$ cat config.mk
export PLATFORM = sky130hd
export DESIGN_NAME = gfx_mapper_top
export DESIGN_NICKNAME = d
export VERILOG_FILES = /design/src/gfx_types_pkg.sv /design/src/gfx_map_pkg.sv /design/src/gfx_addr_gen.sv /design/src/gfx_bank_apply.sv /design/src/gfx_bank_decode.sv /design/src/gfx_mapper_top.sv
export SDC_FILE = /design/constraint.sdc
export NUM_CORES = 1
export LEC_CHECK = 0
export BUFFER_PORTS_ARGS = -buffer_cell sky130_fd_sc_hd__buf_2
export CELL_PAD_IN_SITES_DETAIL_PLACEMENT = 0
export CELL_PAD_IN_SITES_GLOBAL_PLACEMENT = 2
export CORE_ASPECT_RATIO = 0.8
export CORE_MARGIN = 2
export CORE_UTILIZATION = 40
export CTS_BUF_LIST = sky130_fd_sc_hd__clkbuf_16
export CTS_CLUSTER_SIZE = 16
export DETAILED_ROUTE_END_ITERATION = 7
export MAX_ROUTING_LAYER = met4
export PLACE_DENSITY = 0.84
export SLEW_MARGIN = 20
export SYNTH_ARGS = -nofsm -noshare
export SYNTH_HDL_FRONTEND = slang
export SYNTH_SLANG_ARGS = --single-unit
$ cat constraint.sdc
create_clock -name clk -period 3.3 [get_ports clk]
set_input_delay 0.165 -clock clk [delete_from_list [all_inputs] [get_ports clk]]
set_output_delay 0.165 -clock clk [all_outputs]
set_load 0.005 [all_outputs]
$ cat src/gfx_types_pkg.sv
// ****************************************
// data shapes shared by the mapper stages
// the layer is carried next to the address and
// always equals address bits 22 to 20
// ****************************************
`default_nettype none

package gfx_types_pkg;

    // field widths
    localparam int layer_w    = 3;
    localparam int code_w     = 16;
    localparam int vsub_w     = 4;
    localparam int rom_addr_w = 23;   // word address into gfx rom
    localparam int game_w     = 7;
    localparam int nibble_w   = 4;

    typedef logic [layer_w-1:0]    layer_t;     // a[22:20]
    typedef logic [code_w-1:0]     tile_code_t;
    typedef logic [vsub_w-1:0]     vsub_t;      // line inside the tile
    typedef logic [rom_addr_w-1:0] rom_addr_t;
    typedef logic [game_w-1:0]     game_id_t;
    typedef logic [nibble_w-1:0]   nibble_t;    // bank offset or mask

    // request from the layer side
    typedef struct packed {
        layer_t     layer;
        tile_code_t code;
        vsub_t      vsub;
    } gfx_req_t;

    // stage 1 output, address before banking
    typedef struct packed {
        layer_t    layer;
        rom_addr_t addr;
    } raw_item_t;

    // stage 2 and 3 output
    // stage 2 still holds the raw address here
    typedef struct packed {
        layer_t    layer;
        rom_addr_t addr;
    } mapped_item_t;

endpackage

`default_nettype wire

$ cat src/gfx_map_pkg.sv
// ****************************************
// board memory map, layer codes and game table
// only the low 3 bits of the game id index the table
// bank3 has table entries but is never decoded
// ****************************************
`default_nettype none

package gfx_map_pkg;

    // layer codes as seen on a[22:20]
    localparam gfx_types_pkg::layer_t layer_sprites = 3'd0;
    localparam gfx_types_pkg::layer_t layer_scroll1 = 3'd1;  // 8 line tiles
    localparam gfx_types_pkg::layer_t layer_scroll2 = 3'd2;
    localparam gfx_types_pkg::layer_t layer_scroll3 = 3'd3;
    localparam gfx_types_pkg::layer_t layer_star    = 3'd4;
    localparam int num_layers = 5;   // codes 5..7 are unused

    // one-hot bank select
    typedef logic [3:0] bank_sel_t;
    localparam bank_sel_t bank_sel_none = 4'b0000;
    localparam bank_sel_t bank_sel_0    = 4'b0001;
    localparam bank_sel_t bank_sel_1    = 4'b0010;
    localparam bank_sel_t bank_sel_2    = 4'b0100;
    localparam bank_sel_t bank_sel_3    = 4'b1000;

    // nibble k of each word belongs to bank k
    typedef struct packed {
        logic [15:0] offset;
        logic [15:0] mask;
    } game_cfg_t;

    // lowest bit of the bank field that gets rewritten
    localparam int bank_field_lsb = 16;

    // per game bank setup
    localparam game_cfg_t game_table [8] = '{
        '{offset: 16'h0000, mask: 16'hffff},   // straight through
        '{offset: 16'h0420, mask: 16'h0013},
        '{offset: 16'h0880, mask: 16'h0377},
        '{offset: 16'h0c40, mask: 16'h0337},
        '{offset: 16'h0a84, mask: 16'h0133},
        '{offset: 16'h0e62, mask: 16'h0111},
        '{offset: 16'h0600, mask: 16'h0fff},
        '{offset: 16'h0f08, mask: 16'h0007}    // small boards
    };

endpackage

`default_nettype wire

$ cat src/gfx_addr_gen.sv
// ****************************************
// stage 1, raw rom address from a tile request
// requests for layers 5..7 are dropped here
// and nowhere else
// ****************************************
`default_nettype none

module gfx_addr_gen (
    input  logic                     clk,
    input  logic                     rst,
    input  logic                     req_valid,   // one cycle strobe
    input  gfx_types_pkg::gfx_req_t  req,
    output logic                     raw_valid,
    output gfx_types_pkg::raw_item_t raw
);

    import gfx_types_pkg::*;
    import gfx_map_pkg::*;

    logic      layer_ok;
    vsub_t     line_sel;
    rom_addr_t raw_addr;

    // only the five real layers get through
    assign layer_ok = (int'(req.layer) < num_layers);

    always_comb begin
        line_sel = req.vsub;
        // scroll1 tiles are 8 lines tall
        if (req.layer == layer_scroll1) begin
            line_sel[3] = 1'b0;
        end
    end

    // a[22:20] layer, a[19:4] code, a[3:0] line
    assign raw_addr = {req.layer, req.code, line_sel};

    always_ff @(posedge clk or posedge rst) begin
        if (rst) begin
            raw_valid <= 1'b0;
            raw       <= '0;
        end else begin
            raw_valid <= req_valid & layer_ok;
            if (req_valid && layer_ok) begin   // hold last item otherwise
                raw.layer <= req.layer;
                raw.addr  <= raw_addr;
            end
        end
    end

endmodule

`default_nettype wire

$ cat src/gfx_bank_apply.sv
// ****************************************
// stage 3, rewrites address bits 19..16
// output register of the pipeline
// no back-pressure, take rom_item on rom_valid
// ****************************************
`default_nettype none

module gfx_bank_apply (
    input  logic                        clk,
    input  logic                        rst,
    input  logic                        dec_valid,
    input  gfx_types_pkg::mapped_item_t dec,
    input  gfx_types_pkg::nibble_t      dec_offset,
    input  gfx_types_pkg::nibble_t      dec_mask,
    output logic                        rom_valid,   // strobe
    output gfx_types_pkg::mapped_item_t rom_item
);

    import gfx_types_pkg::*;
    import gfx_map_pkg::*;

    nibble_t   bank_field;
    rom_addr_t mapped_addr;

    // mask first then or in the offset
    assign bank_field = (dec.addr[bank_field_lsb +: nibble_w] & dec_mask) | dec_offset;

    always_comb begin
        mapped_addr = dec.addr;   // all other bits pass through
        mapped_addr[bank_field_lsb +: nibble_w] = bank_field;
    end

    always_ff @(posedge clk or posedge rst) begin
        if (rst) begin
            rom_valid <= 1'b0;
            rom_item  <= '0;
        end else begin
            rom_valid <= dec_valid;
            if (dec_valid) begin
                rom_item.layer <= dec.layer;
                rom_item.addr  <= mapped_addr;
            end
        end
    end

endmodule

`default_nettype wire

$ cat src/gfx_bank_decode.sv
// ****************************************
// stage 2, bank decode and game table lookup
// game must stay stable while items are in flight
// offset and mask follow the registered bank select
// ****************************************
`default_nettype none

module gfx_bank_decode (
    input  logic                        clk,
    input  logic                        rst,
    input  logic                        raw_valid,
    input  gfx_types_pkg::raw_item_t    raw,
    input  gfx_types_pkg::game_id_t     game,
    output logic                        dec_valid,
    output gfx_types_pkg::mapped_item_t dec,          // raw address still
    output gfx_types_pkg::nibble_t      dec_offset,
    output gfx_types_pkg::nibble_t      dec_mask
);

    import gfx_types_pkg::*;
    import gfx_map_pkg::*;

    bank_sel_t next_sel;
    bank_sel_t bank_sel;
    game_cfg_t cfg;
    logic      a16;

    assign a16 = raw.addr[16];   // splits sprite and scroll3 space

    // decode on a[22:20] and a[16]
    always_comb begin
        case (raw.layer)
            layer_sprites: next_sel = a16 ? bank_sel_2 : bank_sel_0;
            layer_scroll1: next_sel = bank_sel_0;
            layer_scroll2: next_sel = bank_sel_0;
            layer_scroll3: next_sel = a16 ? bank_sel_none : bank_sel_1;
            layer_star:    next_sel = bank_sel_none;   // no rom bank
            default:       next_sel = bank_sel_none;
        endcase
    end

    always_ff @(posedge clk or posedge rst) begin
        if (rst) begin
            dec_valid <= 1'b0;
            bank_sel  <= bank_sel_none;
            dec       <= '0;
        end else begin
            dec_valid <= raw_valid;
            if (raw_valid) begin   // strobe acts as enable
                bank_sel  <= next_sel;
                dec.layer <= raw.layer;
                dec.addr  <= raw.addr;
            end
        end
    end

    assign cfg = game_table[game[2:0]];

    // pick the nibble pair of the selected bank
    always_comb begin
        case (bank_sel)
            bank_sel_0: {dec_offset, dec_mask} = {cfg.offset[3:0], cfg.mask[3:0]};
            bank_sel_1: {dec_offset, dec_mask} = {cfg.offset[7:4], cfg.mask[7:4]};
            bank_sel_2: {dec_offset, dec_mask} = {cfg.offset[11:8], cfg.mask[11:8]};
            bank_sel_3: {dec_offset, dec_mask} = {cfg.offset[15:12], cfg.mask[15:12]};
            default:    {dec_offset, dec_mask} = {4'h0, 4'hf};   // leave field as is
        endcase
    end

endmodule

`default_nettype wire

$ cat src/gfx_mapper_top.sv
// ****************************************
// gfx rom address mapper, three register stages
// rom_valid comes three cycles after req_valid
// one requester, no arbitration, no handshake
// ****************************************
`default_nettype none

module gfx_mapper_top (
    input  logic                        clk,
    input  logic                        rst,
    input  logic                        req_valid,
    input  gfx_types_pkg::gfx_req_t     req,
    input  gfx_types_pkg::game_id_t     game,       // level, change only when idle
    output logic                        rom_valid,
    output gfx_types_pkg::mapped_item_t rom_item
);

    import gfx_types_pkg::*;

    // stage 1 to 2
    logic         raw_valid;
    raw_item_t    raw;
    // stage 2 to 3
    logic         dec_valid;
    mapped_item_t dec;
    nibble_t      dec_offset;
    nibble_t      dec_mask;

    gfx_addr_gen u_addr_gen (
        .clk       (clk),
        .rst       (rst),
        .req_valid (req_valid),
        .req       (req),
        .raw_valid (raw_valid),
        .raw       (raw)
    );

    gfx_bank_decode u_bank_decode (
        .clk        (clk),
        .rst        (rst),
        .raw_valid  (raw_valid),
        .raw        (raw),
        .game       (game),
        .dec_valid  (dec_valid),
        .dec        (dec),
        .dec_offset (dec_offset),
        .dec_mask   (dec_mask)
    );

    gfx_bank_apply u_bank_apply (
        .clk        (clk),
        .rst        (rst),
        .dec_valid  (dec_valid),
        .dec        (dec),
        .dec_offset (dec_offset),
        .dec_mask   (dec_mask),
        .rom_valid  (rom_valid),
        .rom_item   (rom_item)
    );

endmodule

`default_nettype wire

Yosys cells after proc, flatten, opt, wreduce, memory -nomap -nowiden
Memories as Yosys holds them, arrays and structs flattened.
Index checks and enable logic that the tools add are counted.
{"block": "totals", "in_bits": 33, "mem_bits_ro": 256, "reg_bits": 85, "elab_cells": 36, "mem_count": 1}
{"memory": "(no name shown)", "depth": 8, "word_bits": 32, "rd": 1, "rd_clocked_by_memory_dff": 0, "wr": 0, "line": "gfx_bank_decode.sv:57", "rtl": "assign cfg = game_table[game[2:0]];"}
{"block": "classes", "reduce_logical": 3, "eq_ne": 8, "magnitude_cmp": 2, "bitwise": 4, "muxes": 8}
{"op": "32-bit two-way mux", "count": 2}
{"op": "4-bit one-hot mux with 4 select lines", "count": 2}
{"op": "4-bit one-hot mux with 3 select lines", "count": 1}
{"op": "3-bit by 1-bit == test with 1-bit output (second input constant)", "count": 2}
{"op": "3-bit by 2-bit == test with 1-bit output (second input constant)", "count": 2}
{"op": "4-bit AND", "count": 1}
{"op": "4-bit by 1-bit == test with 1-bit output (second input constant)", "count": 1}
{"op": "4-bit by 2-bit == test with 1-bit output (second input constant)", "count": 1}
{"op": "4-bit by 3-bit == test with 1-bit output (second input constant)", "count": 1}
{"op": "4-bit == test (second input constant)", "count": 1}
{"op": "4-bit greater-or-equal comparator (second input constant)", "count": 1}
{"op": "3-bit NOT with 4-bit output", "count": 1}
{"op": "4-bit bitwise OR", "count": 1}
{"op": "3-bit logical NOT", "count": 1}
{"op": "3-bit less-than comparator (second input constant)", "count": 1}
{"op": "3-bit two-way mux", "count": 1}
{"op": "2-bit two-way mux", "count": 1}
{"op": "2-bit OR reduction", "count": 1}
{"op": "1-bit AND", "count": 1}
{"op": "1-bit logical AND", "count": 1}
{"op": "1-bit two-way mux", "count": 1}

Depth between registers and ports, before layout
Gate-level depths: netlist of run 1.
{"block": "logic_depth", "word_depth": 7, "depth_mapped": 6}

Cells and area by module
From an unflattened synthesis of run 1, not the netlist that was laid out.
{"block": "hier_totals", "cells_unflattened": 250, "area_unflattened_um2": 3509.6}
{"module": "gfx_bank_decode", "n_inst": 1, "seq_area_each_um2": 750.7, "area_each_um2": 1382.6, "cells_each": 116}
{"module": "gfx_bank_apply", "n_inst": 1, "seq_area_each_um2": 675.6, "area_each_um2": 1091.0, "cells_each": 65}
{"module": "gfx_addr_gen", "n_inst": 1, "seq_area_each_um2": 600.6, "area_each_um2": 1036.0, "cells_each": 69}

Least setup slack after synthesis of run 1
No wires, ideal clock.
{"block": "synth_timing", "path_kind": "flip-flop to flip-flop", "from": "register u_bank_decode.bank_sel[1]", "to": "register, netlist name u_bank_apply.rom_item[18]", "setup_ns": 0.126, "setup_slack_ns": 1.961, "t_arrival_ns": 1.213, "stages_incl_launch_ff": 5, "synth_period_minus_slack_ns": 1.339, "required_ns": 3.174, "n_path_buf": 0, "cell_sequence": "dfrtp_1 nand2b_4 o31ai_2 o22ai_1 o32a_1"}
{"block": "synth_via", "elab_chain_cells": 4, "elab_cells_between_ends": 8}
{"item": "start: declaration", "line": "gfx_bank_decode.sv:24", "rtl": "bank_sel_t bank_sel;"}
{"item": "start signal: assignment", "line": "gfx_bank_decode.sv:45", "rtl": "bank_sel <= bank_sel_none;"}
{"item": "start signal: assignment", "line": "gfx_bank_decode.sv:50", "rtl": "bank_sel <= next_sel;"}
{"item": "4-bit == test, or another cell as far along", "line": "gfx_bank_decode.sv:61", "rtl": "case (bank_sel)"}
{"item": "4-bit one-hot mux with 4 select lines", "line": "gfx_bank_decode.sv:61"}
{"item": "4-bit AND", "line": "gfx_bank_apply.sv:26", "rtl": "assign bank_field = (dec.addr[bank_field_lsb +: nibble_w] & dec_mask) | dec_offset;"}
{"item": "4-bit bitwise OR (*)", "line": "gfx_bank_apply.sv:26"}
Every way passes the cells marked *; elsewhere a longest branch is shown, timed or not.
A chain may end at the register's enable or synchronous reset.

Final worst setup path of run 1
{"block": "layout_timing", "from": "register u_addr_gen.raw_valid", "to": "register, netlist name u_bank_decode.dec[2]"}
{"item": "start: declaration", "line": "gfx_addr_gen.sv:13", "rtl": "output logic raw_valid,"}
{"item": "start signal: assignment", "line": "gfx_addr_gen.sv:43", "rtl": "raw_valid <= req_valid & layer_ok;"}
No word-level cell between the ends.

==> reports/results.tsv, run 1 <==
metric	value	unit
slowest cell on the critical path	dfrtp_1	
Final Hold Viols	0	
HPWL after detailed placement	3830	um
Leak	1.67	nW
Power Density	709	nW/um^2
Top delay family on crit path	flip-flops	
Worst-Margin Slew	1.03	ns
slowest cell delay on critical path	0.92	ns
clk sinks	75	
Final GP Congestion	0.784	
PortBufs	55	
startpoint type of the worst setup path	flip-flop	
Via Count	1933	
number of distinct library cells after synthesis	31	
Arr. time, crit path	1.91	ns
initial antenna violation count	0	
initial drt markers	80	
Setup crit end	u_bank_decode.dec[2]	
total CTS buffers	9	
status	complete, no violations	
worst path buffer plus inverter count	1	
Place WS	1.52	ns
Synth Register Bits	75	
Critical Path Stages	2	
Max-Cap Viols	0	
Power Total	2.68	mW
synthesized netlist cell count	235	
setup TNS	0	ns
largest net degree at the start of global routing	56	
H-tree depth	3	
post-route ant nets	0	
RSZ-0062 raised after global routing	false	
Initial DRT Pass Iterations	4	
CP Cell Sequence	buf_4, mux2_2	
vias per inst	4.86	
worst r2r dst	u_bank_decode.dec[2]	
maximum vdd ir drop	357	uV
R2R Setup Slk	1.60	ns
Fillers	683	
Peak Freq	587	MHz
All-Layer GR Usage	0.146	
nature of the critical path endpoint	flip-flop	
Area Growth Syn to Fin	19.8	%
post-synthesis average cell area	13.4	um^2
clk_lat worst skew	0.33	ns
root buf cell	clkbuf_16	
fin nets	321	
sequential share of the synthesized area	0.594	
first-pass GRT wire length	9400	um
Layout Utilization	0.502	
Post-CTS Setup Bufs	0	
core box area	7530	um^2
number of global-route vias before repair	1851	
Critical R2R Launch	u_addr_gen.raw_valid	
Worst slew margin	0.312	
Remaining DRCs	0	
Crit Path Class	reg -> reg	
routed len/inst	14.5	um
Hold WC Path Type	in -> async	
layout cell share with drive strength beyond 1	0.491	
clock tree buffer depth	2	
YS warnings	0	
Overflow after GRT	0	
Post-synth EDFFs	0	
Hold WS	0.0155	ns
ys flop type	dfrtp_1	
worst setup path startpoint	u_addr_gen.raw_valid	
ratio of final minimum period to clock period	0.516	
setup ws final	1.60	ns
ANT cells	0	
# hold bufs at CTS	0	
CTS tree	yes	
Die W	103	um
# IOs	60	
Clock transition at path regs	0.06	ns
leading cell type in the layout, fill and taps excluded	dfrtp_1	
Net Count, Synth	268	
Max FO, Critical Path	22	
Resize count post-CTS	0	
Die Height	83.5	um
commonest non-fill, non-tap cells in the layout	75 x dfrtp_1, 64 x mux2_2, 55 x buf_2	
drt total wl	5780	um
Register-to-Register Path Depth	2	
skew final	0.00449	ns
max-slew violation count	0	
Req. time, crit path	3.51	ns
endpoints failing setup	0	
initial core utilization	0.419	
FFs w/ async S/R, synth	1.00	
die area	8630	um^2
Min Clock Period, post-route	1.70	ns
Rows	28	
Post-Syn Area	3160	um^2
==> cell usage after synthesis, drive strengths merged (2+ instances only) <==
cell	n	area (um^2)
nor2	13	48.8
nand2b	5	48.8
nand2	11	41.3
mux2	64	721
o22ai	6	37.5
a32oi	2	17.5
nor2b	2	12.5
a31oi	2	12.5
o31ai	3	27.5
a21oi	7	38.8
nor3	3	15.0
inv	7	26.3
o21ai	8	40.0
dfrtp	75	1880
buf	16	97.6
==> per-stage QoR <==
stage / std cells / cell area (um^2)
5_1_grt: 398 / 3780
6_report: 398 / 3780
3_5_place_dp: 382 / 3490
2_1_floorplan: 235 / 3160
4_1_cts: 398 / 3780
3_3_place_gp: 382 / 3490
==> flip-flops by register name, indices dropped and copies added (netlist names) <==
register,cells
u_bank_apply.rom_valid,1
u_bank_decode.bank_sel,3
u_bank_decode.dec_valid,1
u_bank_decode.dec,23
u_addr_gen.raw,23
u_addr_gen.raw_valid,1
u_bank_apply.rom_item,23
==> report_power, final <==
group | switching (mW) | leakage (nW) | internal [mW]
Clock | 0.363 | 0.139 | 0.582
Sequential | 0.136 | 0.889 | 1.13
Combinational | 0.186 | 0.646 | 0.281
==> worst register-to-register path, delay by kind of cell (launching register included) <==
| kind | cells | cell delay, ns |
|---|---|---|
| buf+inv | 1 | 0.31 |
| flops | 1 | 0.92 |
| mux | 1 | 0.36 |
==> kinds of logic (layout without fill, tap and decap cells) <==
| group | count (synthesis) | count (layout) | share of synthesized area |
|---|---|---|---|
| compound gates | 35 | 35 | 0.0765 |
| buf+inv | 23 | 81 | 0.0392 |
| simple gates | 37 | 37 | 0.0590 |
| mux | 64 | 64 | 0.228 |
| flops | 75 | 75 | 0.594 |
| xor+xnor | 1 | 1 | 0.00277 |
==> routing by layer <==
layer  routed length [um]  up-vias  GRT usage  share of wire
li1                     -      937          -              -
met1                 2940      933      0.213           0.51
met2                 2490       55      0.192           0.43
met3                  283        8     0.0486          0.049
met4                   73        0     0.0467          0.013
met5                    0        -          -              0
==> worst min-delay path by stage <==
stage | to | slack [ns] | cells after the start
floorplan | u_addr_gen.raw[3] | 0.31 | 1
finish | u_bank_apply.rom_item[14] | 0.02 | 2
global route | u_addr_gen.raw[4] | 0.06 | 2
detailed placement | u_bank_apply.rom_item[14] | 0.39 | 2
global placement | u_bank_apply.rom_item[14] | 0.39 | 2
CTS | u_addr_gen.raw[18] | 0.04 | 2
==> final cells by class <==
type                    count  area (um^2)  area share
well taps                 105          131      0.0347
repair buffers             58          298      0.0787
multi-input cells         137         1160       0.306
clock buffers               9          225      0.0595
clock inverters             7         67.6      0.0179
flip-flops and latches     75         1880       0.496
inverters                   7         27.5     0.00728
Power figures use the tool's default switching activity.
==> run 2, diff against run 1 <==
Settings changed: CORE_UTILIZATION 40 to 33, PLACE_DENSITY 0.84 to 0.74.
Clock period 3.3 ns to 1.4 ns, I/O delays scaled along.
==> run 2 against run 1 <==
Effect of this change: via count rose by 8.8%; critical endpoint is now u_bank_apply.rom_item[18]; count of clock-buffer cells in the layout did not move; critical path depth rose by 2; sequential share of layout area fell by 4.5 points; core utilization fell by 4.9 points; worst setup slack got worse by 1.6 ns; wire length rose by 11%; register-to-register slack got worse by 1.6 ns; global-route usage fell by 0.62 points.
==> reports/results.tsv, run 2 (synthesized netlist as in run 1, its figures left out) <==
metric	value	unit	change
Via Count	2103		+8.8%
Hold WC Path Type	in -> reg		
Worst-Margin Slew	0.435	ns	-0.595 ns
layout cell share with drive strength beyond 1	0.500		+0.00853
Req. time, crit path	1.61	ns	-1.90 ns
initial drt markers	132		+65%
nature of the critical path endpoint	flip-flop		
R2R Setup Slk	0.02	ns	-1.58 ns
clk_lat worst skew	0.33	ns	about the same
ratio of final minimum period to clock period	0.985		+0.469
Overflow after GRT	0		unchanged
worst path buffer plus inverter count	0		-1
first-pass GRT wire length	10800	um	+15%
Power Density	1510	nW/um^2	+110%
Top delay family on crit path	compound AO/OA/AOI/OAI gates		
Min Clock Period, post-route	1.38	ns	-0.324 ns
Rows	31		+11%
startpoint type of the worst setup path	flip-flop		
Placed Cells incl. Taps	404		+5.8%
worst r2r dst	u_bank_apply.rom_item[18]		
CTS tree	yes		
routed len/inst	14.5	um	-0.51%
initial antenna violation count	0		unchanged
Crit Path Class	reg -> reg		
placed inst area	3650	um^2	+4.4%
post-route ant nets	0		unchanged
maximum vdd ir drop	836	uV	+130%
root buf cell	clkbuf_16		
max-slew violation count	0		unchanged
Final GP Congestion	0.833		+6.3%
fin nets	356		+11%
clock tree buffer depth	2		unchanged
Max FO, Critical Path	6		-73%
Area Growth Syn to Fin	31.9	%	
Final Hold Viols	0		unchanged
H-tree depth	3		unchanged
Peak Freq	725	MHz	+23%
Die W	113	um	+9.7%
Worst slew margin	0.709		+0.398
Max-Cap Viols	0		unchanged
final instance area	4170	um^2	+10%
Place WS	-0.0411	ns	-1.56 ns
Initial DRT Pass Iterations	5		+1
All-Layer GR Usage	0.140		-0.00622
endpoints failing setup	0		unchanged
Arr. time, crit path	1.59	ns	-0.32 ns
CP Cell Sequence	nand2b_4, o31ai_4, o22ai_2, o32a_1		
commonest non-fill, non-tap cells in the layout	72 x dfrtp_1, 64 x mux2_2, 55 x buf_2		
vias per inst	4.75		-2.3%
PortBufs	55		unchanged
initial core utilization	0.344		-0.0757
Hold EP	u_addr_gen.raw[20]		
Hold WS	0.0220	ns	+0.00651 ns
Die Height	91.5	um	+9.6%
clk sinks	75		unchanged
HPWL after detailed placement	4340	um	+13%
Worst Hold Depth	2		
# IOs	60		unchanged
largest registers	u_addr_gen.raw: 23 flops, u_bank_apply.rom_item: 23 flops, u_bank_decode.dec: 23 flops		
number of global-route vias before repair	2103		+14%
RSZ-0062 raised after global routing	true		
Critical R2R Launch	u_bank_decode.bank_sel[1]		
status	complete, no violations		
setup ws final	0.0213	ns	-1.58 ns
core box area	9190	um^2	+22%
Clock transition at path regs	0.06	ns	about the same
Remaining DRCs	0		unchanged
slowest cell delay on critical path	0.45	ns	-0.47 ns
slowest cell on the critical path	dfrtp_2		
total CTS buffers	9		unchanged
worst hold start	req[20]		
leading cell type in the layout, fill and taps excluded	dfrtp_1		
skew final	0.00536	ns	+0.000873 ns
die area	10400	um^2	+20%
Register-to-Register Path Depth	4		+2
Leak	1.84	nW	+9.9%
ANT cells	0		unchanged
Final Non-Filler Cells	443		+11%
drt total wl	6410	um	+11%
largest net degree at the start of global routing	38		-32%
-- run 2: cell types whose count changed in the layout (fill, tap and decap cells not counted), sizes merged --
| cell | change |
|---|---|
| inv | -1 |
| buf | +15 |
| bufinv | -1 |
| dlygate4sd3 | +20 |
| clkinv | +2 |
-- run 2: how the worst max path moves through the flow --
stage                               from                   endpoint  slack (ns)  depth (start not counted)
2_1_floorplan  u_bank_decode.bank_sel[1]  u_bank_apply.rom_item[18]        0.06                          4
3_3_place_gp   u_bank_decode.bank_sel[2]  u_bank_apply.rom_item[18]       -0.01                          5
3_5_place_dp   u_bank_decode.bank_sel[2]  u_bank_apply.rom_item[18]       -0.04                          5
4_1_cts        u_bank_decode.bank_sel[1]  u_bank_apply.rom_item[18]       0.002                          4
5_1_grt        u_bank_decode.bank_sel[1]  u_bank_apply.rom_item[19]       -0.06                          6
6_report       u_bank_decode.bank_sel[1]  u_bank_apply.rom_item[18]        0.02                          4
-- run 2: area by class of cell --
cell class,instances,area [um^2]
Clock inverter,7,35.0
Timing Repair Buffer,93,664
Multi-Input combinational cell,137,1190
Clock buffer,9,225
Sequential cell,75,1880
Fill cell,828,5030
Tap cell,115,144
Inverter,7,30.0
-- run 2: what timing repair did --
item | CTS | global route
setup endpoints to repair | 1 | 3
gates cloned | 0 | 0
hold buffers | 20 | 0
pin swaps | 0 | 5
resized for setup | 3 | 11
endpoints found under the hold margin | 35 | 0
setup buffers | 1 | 2
-- run 2: power breakdown --
| group | internal [mW] | total [mW] | leakage, nW | switching, mW |
|---|---|---|---|---|
| clock | 1.17 | 2.00 | 0.130 | 0.827 |
| sequential | 2.67 | 2.95 | 0.884 | 0.278 |
| combinational | 0.806 | 1.33 | 0.825 | 0.523 |
| total | 4.65 | 6.28 | 1.84 | 1.63 |
-- run 2: metal layers --
| metal | wire length (um) | track usage | part of all wire | vias to the layer above |
|---|---|---|---|---|
| met5 | 0 | - | 0 | - |
| met4 | 82 | 0.0600 | 0.013 | 0 |
| met3 | 316 | 0.0474 | 0.049 | 11 |
| met2 | 2890 | 0.189 | 0.45 | 56 |
| met1 | 3120 | 0.191 | 0.49 | 1031 |
| li1 | - | - | - | 1005 |
-- run 2: per-stage QoR --
stage	TNS (ns)	utilization	power (mW)
finish	0	0.453	6.28
global route	-0.111	0.453	6.68
CTS	0	0.448	6.33
detailed placement	-0.0411	0.397	4.24
global placement	-0.00980	0.397	4.20
floorplan	0	-	3.72
==> run 3, diff against run 2 <==
Settings changed: BUFFER_PORTS_ARGS -buffer_cell sky130_fd_sc_hd__buf_2 to not set, CORE_MARGIN 2 to not set, CORE_UTILIZATION 33 to 38, DONT_BUFFER_PORTS set to 1.
==> run 3 against run 2 <==
Effect of this change: flip-flop and latch count did not move; via count fell by 7.8%; clock skew fell by 0.0014 ns; final cell count fell by 12%; worst setup slack got worse by 0.0046 ns; hold slack improved by 0.022 ns; first-iteration DRC count fell by 45%; core utilization rose by 4.3 points; sequential share of layout area rose by 2.3 points; combinational power fell by 21%; power fell by 3.4%; sequential power rose by 3%; largest cell class unchanged.
==> reports/results.tsv, run 3 (synthesized netlist as in run 1, its figures left out) <==
metric	value	unit	change
drt total wl	6210	um	-3.1%
clock tree buffer depth	2		unchanged
maximum vdd ir drop	762	uV	-8.8%
Final Non-Filler Cells	388		-12%
Place WS	0.000712	ns	+0.0418 ns
clk_lat worst skew	0.33	ns	about the same
# IOs	60		unchanged
Register-to-Register Path Depth	5		+1
Met2 Wirelength	2970	um	+2.7%
vias per inst	5.00		+5.3%
layout cell share with drive strength beyond 1	0.404		-0.0964
Crit Path Class	reg -> reg		
Max-Cap Viols	0		unchanged
Area Growth Syn to Fin	25.6	%	
Die Height	83.5	um	-8.7%
Via Count	1939		-7.8%
nature of the critical path endpoint	flip-flop		
initial antenna violation count	0		unchanged
largest net degree at the start of global routing	29		-24%
ANT cells	0		unchanged
Arr. time, crit path	1.59	ns	about the same
Rows	29		-6.5%
Leak	1.65	nW	-10%
max layer used	met4		
Overflow after GRT	0		unchanged
Clk pwr share	0.329		+0.011
largest registers	u_addr_gen.raw: 23 flops, u_bank_apply.rom_item: 23 flops, u_bank_decode.dec: 23 flops		
commonest non-fill, non-tap cells in the layout	72 x dfrtp_1, 64 x mux2_2, 25 x dlygate4sd3_1		
Hold EP	u_bank_apply.rom_item[16]		
Placed Cells incl. Taps	342		-15%
Peak Freq	723	MHz	-0.33%
Worst Hold Depth	4		+2
combinational fraction of design power	0.172		-0.040
Final Hold Viols	0		unchanged
fin nets	308		-13%
startpoint type of the worst setup path	flip-flop		
max-slew violation count	0		unchanged
Min Clock Period, post-route	1.38	ns	+0.00456 ns
status	complete, no violations		
Reg power frac	0.499		+0.029
ratio of final minimum period to clock period	0.988		+0.00326
Req. time, crit path	1.61	ns	about the same
All-Layer GR Usage	0.159		+0.0189
met3 wire length	392	um	+24%
Final GP Congestion	0.825		-0.94%
Power Density	1530	nW/um^2	+1.5%
worst path buffer plus inverter count	2		+2
wl on met1	2790	um	-10%
Top delay family on crit path	compound AO/OA/AOI/OAI gates		
Initial DRT Pass Iterations	4		-1
PortBufs	0		-100%
Remaining DRCs	0		unchanged
P_int	4.49	mW	-3.4%
H-tree depth	3		unchanged
setup ws final	0.0168	ns	-0.00456 ns
worst hold start	game[1]		
clk sinks	75		unchanged
skew final	0.00394	ns	-0.00142 ns
routed len/inst	16.0	um	+11%
core box area	7980	um^2	-13%
initial core utilization	0.396		+0.0521
slowest cell on the critical path	dfrtp_2		
CP Cell Sequence	buf_12, buf_4, a32oi_2, o31ai_2, o32a_1		
Worst slew margin	0.632		-0.0775
Layout Utilization	0.497		+0.0435
die area	8680	um^2	-16%
first-pass GRT wire length	10300	um	-4.5%
initial drt markers	72		-45%
worst r2r dst	u_bank_apply.rom_item[18]		
Die W	104	um	-8.3%
HPWL after detailed placement	4100	um	-5.5%
leading cell type in the layout, fill and taps excluded	dfrtp_1		
Critical R2R Launch	u_bank_decode.bank_sel[0]		
Worst-Margin Slew	0.551	ns	+0.116 ns
CTS tree	yes		
setup TNS	0	ns	unchanged
R2R Setup Slk	0.02	ns	about the same
Max FO, Critical Path	5		-1
Power Total	6.07	mW	-3.4%
Clock transition at path regs	0.05	ns	about the same
Hold WC Path Type	in -> reg		
root buf cell	clkbuf_16		
number of global-route vias before repair	2024		-3.8%
slowest cell delay on critical path	0.42	ns	-0.03 ns
Switching Fraction	0.259		about the same
endpoints failing setup	0		unchanged
total CTS buffers	9		unchanged
NetSw	1.57	mW	-3.3%
post-route ant nets	0		unchanged
[run 3: changes by cell type in the layout (fill, tap and decap cells not counted), moves of 2 or more]
| cell | change |
|---|---|
| o21ai_1 | -2 |
| buf_4 | +2 |
| buf_2 | -55 |
| dlygate4sd3_1 | +5 |
| o21ai_0 | +2 |
| clkinv_2 | -2 |
[run 3: worst max path at each step]
stage,from,end,slack (ns),cells after the start
2_1_floorplan,u_bank_decode.bank_sel[1],u_bank_apply.rom_item[18],0.06,4
3_3_place_gp,u_bank_decode.bank_sel[0],u_bank_apply.rom_item[18],-0.002,4
3_5_place_dp,u_bank_decode.bank_sel[0],u_bank_apply.rom_item[18],0.0007,4
4_1_cts,u_bank_decode.bank_sel[1],u_bank_apply.rom_item[18],0.01,4
5_1_grt,u_bank_decode.bank_sel[0],u_bank_apply.rom_item[18],-0.02,5
6_report,u_bank_decode.bank_sel[0],u_bank_apply.rom_item[18],0.02,5
[run 3: metal layers]
| metal | track usage | vias up |
|---|---|---|
| met5 | - | - |
| met4 | 0.0429 | 0 |
| met3 | 0.0671 | 5 |
| met2 | 0.241 | 48 |
| met1 | 0.196 | 975 |
| li1 | - | 911 |
[run 3: per-stage QoR]
| stage | cell area [um^2] | hold slack [ns] |
|---|---|---|
| floorplan | 3160 | 0.215 |
| global placement | 3360 | 0.0285 |
| detailed placement | 3360 | 0.0282 |
| CTS | 3880 | 0.0305 |
| global route | 3970 | 0.0368 |
| finish | 3970 | 0.0436 |
[run 3: area by class of cell]
class | instances | area [um^2]
Inverter | 7 | 30.0
Fill cell | 718 | 4020
Clock buffer | 9 | 225
Multi-Input combinational cell | 137 | 1190
Tap cell | 108 | 135
Timing Repair Buffer | 45 | 463
Clock inverter | 7 | 36.3
Sequential cell | 75 | 1880
[run 3: repair_timing]
item	4_1_cts	5_1_grt
buffers inserted	0	5
endpoints found under the setup margin	1	2
hold buffers	25	0
pin swaps	0	4
gates resized for setup	2	10
endpoints found under the hold margin	44	0
[run 3: worst register-to-register path, delay by kind of cell (launching register included)]
family | cells | cell delay [ns]
AOI/OAI and AO/OA | 3 | 0.58
DFF | 1 | 0.42
buffers and inverters | 2 | 0.27
[run 3: power groups by stage]
stage	combinational [mW]	clock [mW]	sequential [mW]
2_1_floorplan	0.782	0	2.94
3_3_place_gp	0.867	0	3.06
3_5_place_dp	0.893	0	3.08
4_1_cts	0.958	2.07	3.05
5_1_grt	1.15	2.16	3.10
6_report	1.05	1.99	3.03
